<file path="config.mk">
export PLATFORM = sky130hd
export DESIGN_NAME = separable_filter_flat
export DESIGN_NICKNAME = d
export VERILOG_FILES = /design/src/source/bicubic_pkg.sv /design/src/source/stage_if.sv /design/src/source/separable_filter.sv /design/src/source/cubic_kernel.sv /design/src/flat_wrapper.sv
export SDC_FILE = /design/constraint.sdc
export NUM_CORES = 1
export LEC_CHECK = 0
export ABC_AREA = 1
export BUFFER_PORTS_ARGS = -buffer_cell sky130_fd_sc_hd__buf_2
export CORE_AREA = 2 2 39 41
export DETAILED_ROUTE_END_ITERATION = 10
export DIE_AREA = 0 0 41 43
export PLACE_DENSITY = 0.7
export SKIP_CTS_REPAIR_TIMING = 1
export SYNTH_ARGS = -nofsm -noshare
export SYNTH_HDL_FRONTEND = slang
export SYNTH_SLANG_ARGS = --single-unit
</file>
<file path="constraint.sdc">
create_clock -name CLK -period 1 [get_ports CLK]
set_input_delay 0.2 -clock CLK [delete_from_list [all_inputs] [get_ports CLK]]
set_output_delay 0.2 -clock CLK [all_outputs]
set_load 0.01 [all_outputs]
</file>
<file path="src/source/bicubic_pkg.sv">
/*
 * Bicubic scaler shared definitions
 * Pixel, coordinate and address widths, the filter mode encoding
 * and the payloads passed between the three scaler stages
 */

package bicubic_pkg;

    // ============================================================
    // Widths and constants
    // ============================================================
    localparam int PIX_W          = 8;      // Source and result pixel
    localparam int FRAC_W         = 15;     // Fraction bits of a source position
    localparam int COORD_W        = 7;      // Source row or column
    localparam int DIM_W          = 6;      // Destination x, y and sizes
    localparam int ADDR_W         = 14;     // Source memory address
    localparam int SRC_STRIDE_DEF = 100;    // Source image width
    localparam int KERN_ACC_W     = 64;     // Signed kernel accumulator

    typedef logic [PIX_W-1:0]   pix_t;
    typedef logic [COORD_W-1:0] coord_t;
    typedef logic [DIM_W-1:0]   dim_t;
    typedef logic [ADDR_W-1:0]  src_addr_t;

    // Bit 0 set for a nonzero horizontal fraction, bit 1 for vertical
    typedef enum logic [1:0] {
        COPY  = 2'b00,  // Base pixel as is
        HORIZ = 2'b01,  // Four taps along the base row
        VERT  = 2'b10,  // Four taps along the base column
        BOTH  = 2'b11   // Four row passes then one column pass
    } mode_t;

    // ============================================================
    // Stage payloads
    // ============================================================
    typedef struct packed {
        dim_t              dx;      // Destination column
        dim_t              dy;      // Destination row
        coord_t            row;     // Base row inside the window
        coord_t            col;     // Base column inside the window
        logic [FRAC_W-1:0] fx;      // Horizontal phase
        logic [FRAC_W-1:0] fy;      // Vertical phase
        mode_t             mode;
    } pixel_job_t;

    typedef struct packed {
        pix_t [15:0]       tap;     // Index = 4*row + col, both counted from -1
        logic [FRAC_W-1:0] fx;
        logic [FRAC_W-1:0] fy;
        mode_t             mode;
        dim_t              dx;
        dim_t              dy;
    } tap_set_t;

endpackage
</file>
<file path="src/source/stage_if.sv">
/*
 * Stage link
 * Valid and ready pair with a payload of any type and a flag
 * marking the last pixel of the frame
 */

`timescale 1ns/1ps

interface stage_if #(
    parameter type T = logic    // Payload carried by the link
);

    logic valid;    // Source holds item until accepted
    logic ready;    // Destination can take an item
    logic last;     // Item is the final pixel of the frame
    T     payload;

    modport src (output valid, output payload, output last, input ready);
    modport dst (input valid, input payload, input last, output ready);

endinterface

</file>
<file path="src/source/separable_filter.sv">
/*
 * Separable filter
 * Drives the one shared kernel over a row, a column, or four rows
 * and a column, then writes the pixel and flags the end of frame
 */

`timescale 1ns/1ps

module separable_filter (
    input  logic              CLK,
    input  logic              RST,
    stage_if.dst              taps,
    input  bicubic_pkg::dim_t tw,
    output logic              dst_we,
    output logic [11:0]       dst_addr,
    output bicubic_pkg::pix_t dst_data,
    output logic              done
);
    import bicubic_pkg::*;

    tap_set_t          cur;         // Tap set being filtered
    logic              cur_last;
    logic              busy;
    logic [2:0]        step;        // Cycles since the transfer
    logic [2:0]        step_end;    // Write cycle of this mode
    pix_t              row_buf [3]; // Rows -1..+1 in BOTH mode
    pix_t              k_taps [4];
    logic [FRAC_W-1:0] k_frac;
    pix_t              k_result;

    // ============================================================
    // Kernel operand select
    // ============================================================
    always_comb begin
        k_frac = cur.fx;
        for (int i = 0; i < 4; i++) begin
            k_taps[i] = cur.tap[4 + i];         // Base row
        end
        case (cur.mode)
            VERT: begin
                k_frac = cur.fy;
                for (int i = 0; i < 4; i++) begin
                    k_taps[i] = cur.tap[4 * i + 1];     // Base column
                end
            end
            BOTH: begin
                if (step == 3'd4) begin         // Column pass over row results
                    k_frac    = cur.fy;
                    k_taps[0] = row_buf[0];
                    k_taps[1] = row_buf[1];
                    k_taps[2] = row_buf[2];
                    k_taps[3] = k_result;       // Row +2 straight from the kernel
                end else begin
                    for (int i = 0; i < 4; i++) begin
                        k_taps[i] = cur.tap[4 * int'(step[1:0]) + i];
                    end
                end
            end
            default: ;
        endcase
    end

    cubic_kernel #(
        .FRAC_W (FRAC_W)
    ) u_kernel (
        .CLK     (CLK),
        .RST     (RST),
        .taps_in (k_taps),
        .frac    (k_frac),
        .result  (k_result)
    );

    // ============================================================
    // Sequencing and write port
    // ============================================================
    always_comb begin
        case (cur.mode)
            COPY:    step_end = 3'd0;
            BOTH:    step_end = 3'd5;
            default: step_end = 3'd1;   // One kernel pass
        endcase
    end

    assign taps.ready = !busy;
    assign dst_we     = busy && (step == step_end);
    assign dst_addr   = 12'(cur.dy) * 12'(tw) + 12'(cur.dx);
    assign dst_data   = (cur.mode == COPY) ? cur.tap[5] : k_result;

    always_ff @(posedge CLK or posedge RST) begin
        if (RST) begin
            busy <= 1'b0;
            step <= '0;
            done <= 1'b0;
        end else begin
            done <= dst_we && cur_last;     // One cycle after the final write
            if (taps.valid && taps.ready) begin
                busy <= 1'b1;
                step <= '0;
            end else if (busy) begin
                step <= step + 3'd1;
                if (step == step_end) busy <= 1'b0;
            end
        end
    end

    // Payload and row results
    always_ff @(posedge CLK) begin
        if (taps.valid && taps.ready) begin
            cur      <= taps.payload;
            cur_last <= taps.last;
        end
        if (busy && cur.mode == BOTH && step >= 3'd1 && step <= 3'd3) begin
            row_buf[step[1:0] - 2'd1] <= k_result;  // Result of the previous row
        end
    end

endmodule

</file>
<file path="src/source/cubic_kernel.sv">
/*
 * Catmull-Rom kernel
 * Four taps and a phase give one pixel, rounded half up,
 * clamped to 8 bits and registered
 */

`timescale 1ns/1ps

module cubic_kernel #(
    parameter int FRAC_W = bicubic_pkg::FRAC_W
) (
    input  logic              CLK,
    input  logic              RST,
    input  bicubic_pkg::pix_t taps_in [4],     // pn, p0, p1, p2
    input  logic [FRAC_W-1:0] frac,
    output bicubic_pkg::pix_t result
);
    import bicubic_pkg::*;

    localparam int OUT_SH = 3 * FRAC_W + 1;    // Scale of the p0 term

    logic signed [KERN_ACC_W-1:0] pn, p0, p1, p2;
    logic signed [KERN_ACC_W-1:0] t, t2, t3;
    logic signed [KERN_ACC_W-1:0] acc;
    logic signed [KERN_ACC_W-1:0] rnd;
    pix_t                         clamped;

    always_comb begin
        pn = KERN_ACC_W'(taps_in[0]);   // Zero extended, always positive
        p0 = KERN_ACC_W'(taps_in[1]);
        p1 = KERN_ACC_W'(taps_in[2]);
        p2 = KERN_ACC_W'(taps_in[3]);
        t  = KERN_ACC_W'(frac);
        t2 = t * t;
        t3 = t2 * t;

        acc = (p0 <<< OUT_SH)
            + ((t * (p1 - pn)) <<< (2 * FRAC_W))
            + ((t2 * (2 * pn - 5 * p0 + 4 * p1 - p2)) <<< FRAC_W)
            + t3 * (3 * p0 - 3 * p1 + p2 - pn);

        // Half up, then floor
        rnd = (acc + (KERN_ACC_W'(1) <<< (OUT_SH - 1))) >>> OUT_SH;

        if (rnd < 0)
            clamped = '0;
        else if (rnd > 255)
            clamped = '1;
        else
            clamped = rnd[PIX_W-1:0];
    end

    always_ff @(posedge CLK or posedge RST) begin
        if (RST) result <= '0;
        else     result <= clamped;
    end

endmodule

</file>
<file path="src/flat_wrapper.sv">
// flat-port wrapper written by rule: the top's interface ports become plain ports
module separable_filter_flat import bicubic_pkg::*;
  (CLK, RST, tw, dst_we, dst_addr, dst_data, done, taps_valid, taps_payload, taps_last, taps_ready);
  stage_if taps_i ();
  input  logic CLK;
  input  logic RST;
  input  bicubic_pkg::dim_t tw;
  output logic dst_we;
  output logic [11:0] dst_addr;
  output bicubic_pkg::pix_t dst_data;
  output logic done;
  input wire logic [$bits(taps_i.valid)-1:0] taps_valid;
  input wire logic [$bits(taps_i.payload)-1:0] taps_payload;
  input wire logic [$bits(taps_i.last)-1:0] taps_last;
  output wire logic [$bits(taps_i.ready)-1:0] taps_ready;
  assign taps_i.valid = taps_valid;
  assign taps_i.payload = taps_payload;
  assign taps_i.last = taps_last;
  assign taps_ready = taps_i.ready;
  separable_filter u_core (.CLK(CLK), .RST(RST), .taps(taps_i), .tw(tw), .dst_we(dst_we), .dst_addr(dst_addr), .dst_data(dst_data), .done(done));
endmodule
</file>
### Word level (Yosys, flattened, before mapping)

Index checks and enable logic that the tools add are counted.

* logic and storage cells: 18
* output and inout bits: 23
* bits in registers: 7
* bits of input ports: 11

* reductions and logical operators: 6
* $mul: 1
* add/subtract/negate cells: 1
* muxes and demuxes: 5

Operators by type and width (count)
* $mul A1 B6 Y7: 1
* $mux W3: 2
* $add A3 B1 Y3 const B: 1
* $logic_and A1 B1 Y1: 3
* $logic_not A3 Y1: 1
* $mux W1: 3
* $reduce_bool A2 Y1: 1
* $logic_not A1 Y1: 1

### Depth between registers and ports, before layout

* word-level depth: 4
* depth in mapped cells: 5
* gate-level depth less buffers: 5

### Worst setup path before layout

Ideal clock, no wire load.

* kind: register to output
* from: reg u_core.step[0]
* to: out dst_we
* data arrival time: 0.792 ns
* buffers on the path: 0
* required time: 0.800 ns
* path slack: 0.008 ns
* stages on the path, launching flop included: 5
* cell sequence: dfrtp_1 -> inv_1 -> ha_1 -> nand2_1 -> nor2_2

* longest elaborated chain between the ends: 2

RTL lines
* start: declaration: RTL line separable_filter.sv:24 `logic [2:0] step;`
* start signal: assignment: RTL line separable_filter.sv:100 `step <= step + 3'd1;`
* $logic_not A3 Y1: RTL line separable_filter.sv:85 `assign dst_we = busy && (step == step_end);`
* $logic_and A1 B1 Y1: RTL line separable_filter.sv:85
* end: declaration: RTL line flat_wrapper.sv:8 `output logic dst_we;`

Every way passes these cells.

### Worst setup path after layout

Same ends and word-level chain as after synthesis.

==> Implementation_results.wiki <==
{| class="wikitable"
! Metric !! Value
|-
| CTS sink count || 7
|-
| Source-to-sink clock delay at the later pin of the worst-skew pair || 0.25 ns
|-
| Start point of the worst hold path || taps_payload
|-
| Max-cap viol count || 0
|-
| Highest-utilization routing layer at the global route stage || met2
|-
| Post-synth top area share || 27.25%
|-
| Post-Route Utilization || 46.11%
|-
| Fraction of final layout cells with drive strength greater than 1 || 44.71%
|-
| Beginning of the worst register-to-register path || u_core.busy$_DFF_PP0_
|-
| Number of slew-limit violations in the final report || 0
|-
| F_max || 0.7559 GHz
|-
| Slowest cell on crit path || dfrtp_1
|-
| Placement Setup Slack || -0.05608 ns
|-
| CTS tree || yes
|-
| Final setup TNS || -1.400 ns
|-
| Count of buffers inserted at the top-level ports || 19
|-
| Min cycle time layout || 1.323 ns
|-
| Switching fraction of total power || 36.57%
|-
| Met3 track demand over resource in global routing || 3.665%
|-
| Beginning of the critical path || u_core.step[0]$_DFFE_PP0P_
|-
| Clock root buffer master || clkbuf_4
|-
| Layout-stage area growth over the synthesis result || 38.96%
|-
| Aggregate global routing overflow || 0
|-
| Maximum number of pins on one net before global-route repair || 7
|-
| Total of flip-flops plus latches after synthesis || 7
|-
| Die Ht || 43 um
|-
| Starting utilization of the core area || 33.18%
|-
| Placed wire-length estimate after detailed placement || 629.8 um
|-
| Routing usage on met1 || 9.000%
|-
| Number of antenna violations at the first check in global routing || 0
|-
| Clk network pwr share || 17.8%
|-
| Floorplan row count || 14
|-
| Overall power after layout || 1456 uW
|-
| Design internal power || 923.6 uW
|-
| Critical Path Source Type || register
|-
| Post-route worst setup slack || -0.3230 ns
|-
| # H-tree levels || 1
|-
| Antenna fix cells || 0
|-
| IR drop worst, VDD || 1.124 mV
|-
| Maximum clock skew at final layout || 0.001780 ns
|-
| Hold Fails Final Rpt || 0
|-
| Tcrit/Tclk final || 132.3%
|-
| Area occupied by multi-input gates || 188.9 sq um
|-
| Wire per inst || 8.644 um
|-
| Routed vias || 380
|-
| Die footprint || 1763 sq um
|-
| Total iterations of the first detailed-routing run || 4
|-
| Leading cell type in the layout, fill and taps excluded || buf_2
|-
| Maximum fanout encountered on the critical timing path || 2
|-
| Maximum root-to-sink buffer count || 2
|-
| Drt first-iter violations || 1
|-
| Endpoint arrival time on the critical path || 1.12 ns
|-
| Combinational cell fraction of total power || 48.5%
|-
| Count of warnings emitted by yosys || 0
|-
| Total of fill cells in the finished design || 146
|-
| Width of the chip || 41 um
|-
| CP Capture Type || primary output
|-
| Synthesized area per cell || 8.200 sq um
|-
| Antenna Violating Nets Remaining || 0
|-
| GRT Overall Usage || 10.96%
|-
| Clock transition at the registers of the reported paths || 0.05 ns
|-
| Type of the worst setup path || register to primary output
|-
| Required time at the endpoint of the critical path || 0.80 ns
|-
| Sequential share of power || 33.7%
|-
| Synth top area cells || dfrtp_1 27%, buf_4 23%, edfxtp_1 13%
|-
| Violations in the final reports || negative setup slack
|-
| Ordered cell list for the critical path || inv_1, ha_1, nand2_2, nor2_2, buf_2
|-
| First-pass GRT wire length || 1214 um
|-
| Num CTS Buffers || 3
|-
| Largest stage delay, worst path || 0.37 ns
|-
| RSZ-0062 raised after global routing || true
|-
| Syn Std Cell Area || 459.2 sq um
|-
| Global placement routability congestion || 0.7764
|-
| Path category of the worst min-delay check || input pin to register
|-
| Number of global-route vias before repair || 323
|-
| Top-level port count || 34
|-
| Nets@finish || 99
|-
| Met2 routing resource usage after global routing || 18.44%
|-
| Worst Hold Margin || 0.1248 ns
|-
| Sequential-to-total area share from yosys stat || 40.33%
|-
| Drt total wl || 873 um
|-
| FF/Latch Area || 186.4 sq um
|-
| Number of different library cells in the post-synthesis netlist || 14
|-
| Number of standard cells after synthesis || 56
|-
| Setup violations, final || 10
|-
| Leakage power summed over all cells || 0.0003985 uW
|-
| Switching power || 532.5 uW
|-
| Via count normalized by instance count || 3.762
|-
| Top cell type by total area after synthesis || dfrtp_1
|-
| Total core area || 1384 sq um
|-
| Drc violations || 0
|-
| Status || complete, but fails checks
|-
| Cell Pwr Density || 2282 nW/um^2
|-
| Leading cell types in the layout, fill and taps excluded || 16 x buf_2, 14 x conb_1, 12 x nand2_1
|}
-- kinds of logic (layout without fill, tap and decap cells) --
family / count (synthesis) / after routing / synth area share, %
AOI/OAI and AO/OA: 1 / 1 / 1.089
other: 1 / 14 / 0.8167
buffers and inverters: 25 / 41 / 31.88
and+or+nand+nor: 20 / 20 / 20.44
DFF: 7 / 7 / 40.33
adders and majority gates: 2 / 2 / 5.449
-- routing by layer --
layer / vias to the layer above / routed length, um
li1: 193 / -
met1: 160 / 287
met2: 27 / 463
met3: 0 / 122
met4: 0 / 0
met5: - / 0
-- synthesized netlist by cell type --
master	instances
buf_4	14
nand2_1	13
inv_1	11
dfrtp_1	5
edfxtp_1	2
ha_1	2
nor2_1	2
conb_1	1
nand2_2	1
nand3_1	1
nand3b_1	1
nor2_2	1
nor3b_2	1
o21ai_0	1
-- worst max-delay path, delay by kind of cell (launching register included) --
kind	cells	cell delay, ns
buffers and inverters	2	0.20
AND/OR/NAND/NOR	2	0.15
flip-flops	1	0.37
adder cells (fa/ha/maj)	1	0.15
-- flip-flops by register name, indices dropped and copies added (netlist names) --
signal           flops
u_core.cur_last      1
u_core.busy          1
u_core.cur           1
u_core.done          1
u_core.step          3
-- final cells by class --
cell class              instances  share of cell area, %
flip-flops and latches          7                  29.22
clock buffers                   4                  4.118
multi-input cells              37                  29.61
repair buffers                 26                  27.06
well taps                      16                  3.137
inverters                      11                  6.863
-- through the flow --
step | area, sq um | cells
after global routing | 638.1 | 101
final | 638.1 | 101
after global placement | 548.0 | 94
after CTS | 574.3 | 98
after floorplan | 508.0 | 69
after detailed placement | 548.0 | 94
-- path summary, 6_finish.rpt --
check	end	slack (ns)	cells past startpoint
max	dst_we	-0.32	5
max in group asynchronous	u_core.busy$_DFF_PP0_	0.41	3
min	u_core.cur[0]$_DFFE_PP_	0.12	1
min in group asynchronous	u_core.step[2]$_DFFE_PP0P_	0.39	3
max reg2reg	u_core.cur_last$_DFFE_PP_	-0.02	4
min reg2reg	u_core.done$_DFF_PP0_	0.50	1
-- power by group through the flow --
stage | Clock, uW | Combinational [uW] | Sequential, uW
detailed placement | 0 | 567 | 477
finish | 260 | 706 | 491
CTS | 276 | 572 | 477
global route | 300 | 796 | 500
floorplan | 0 | 333 | 485
global placement | 0 | 549 | 475
Note: power is estimated with default switching activity, not from simulation.
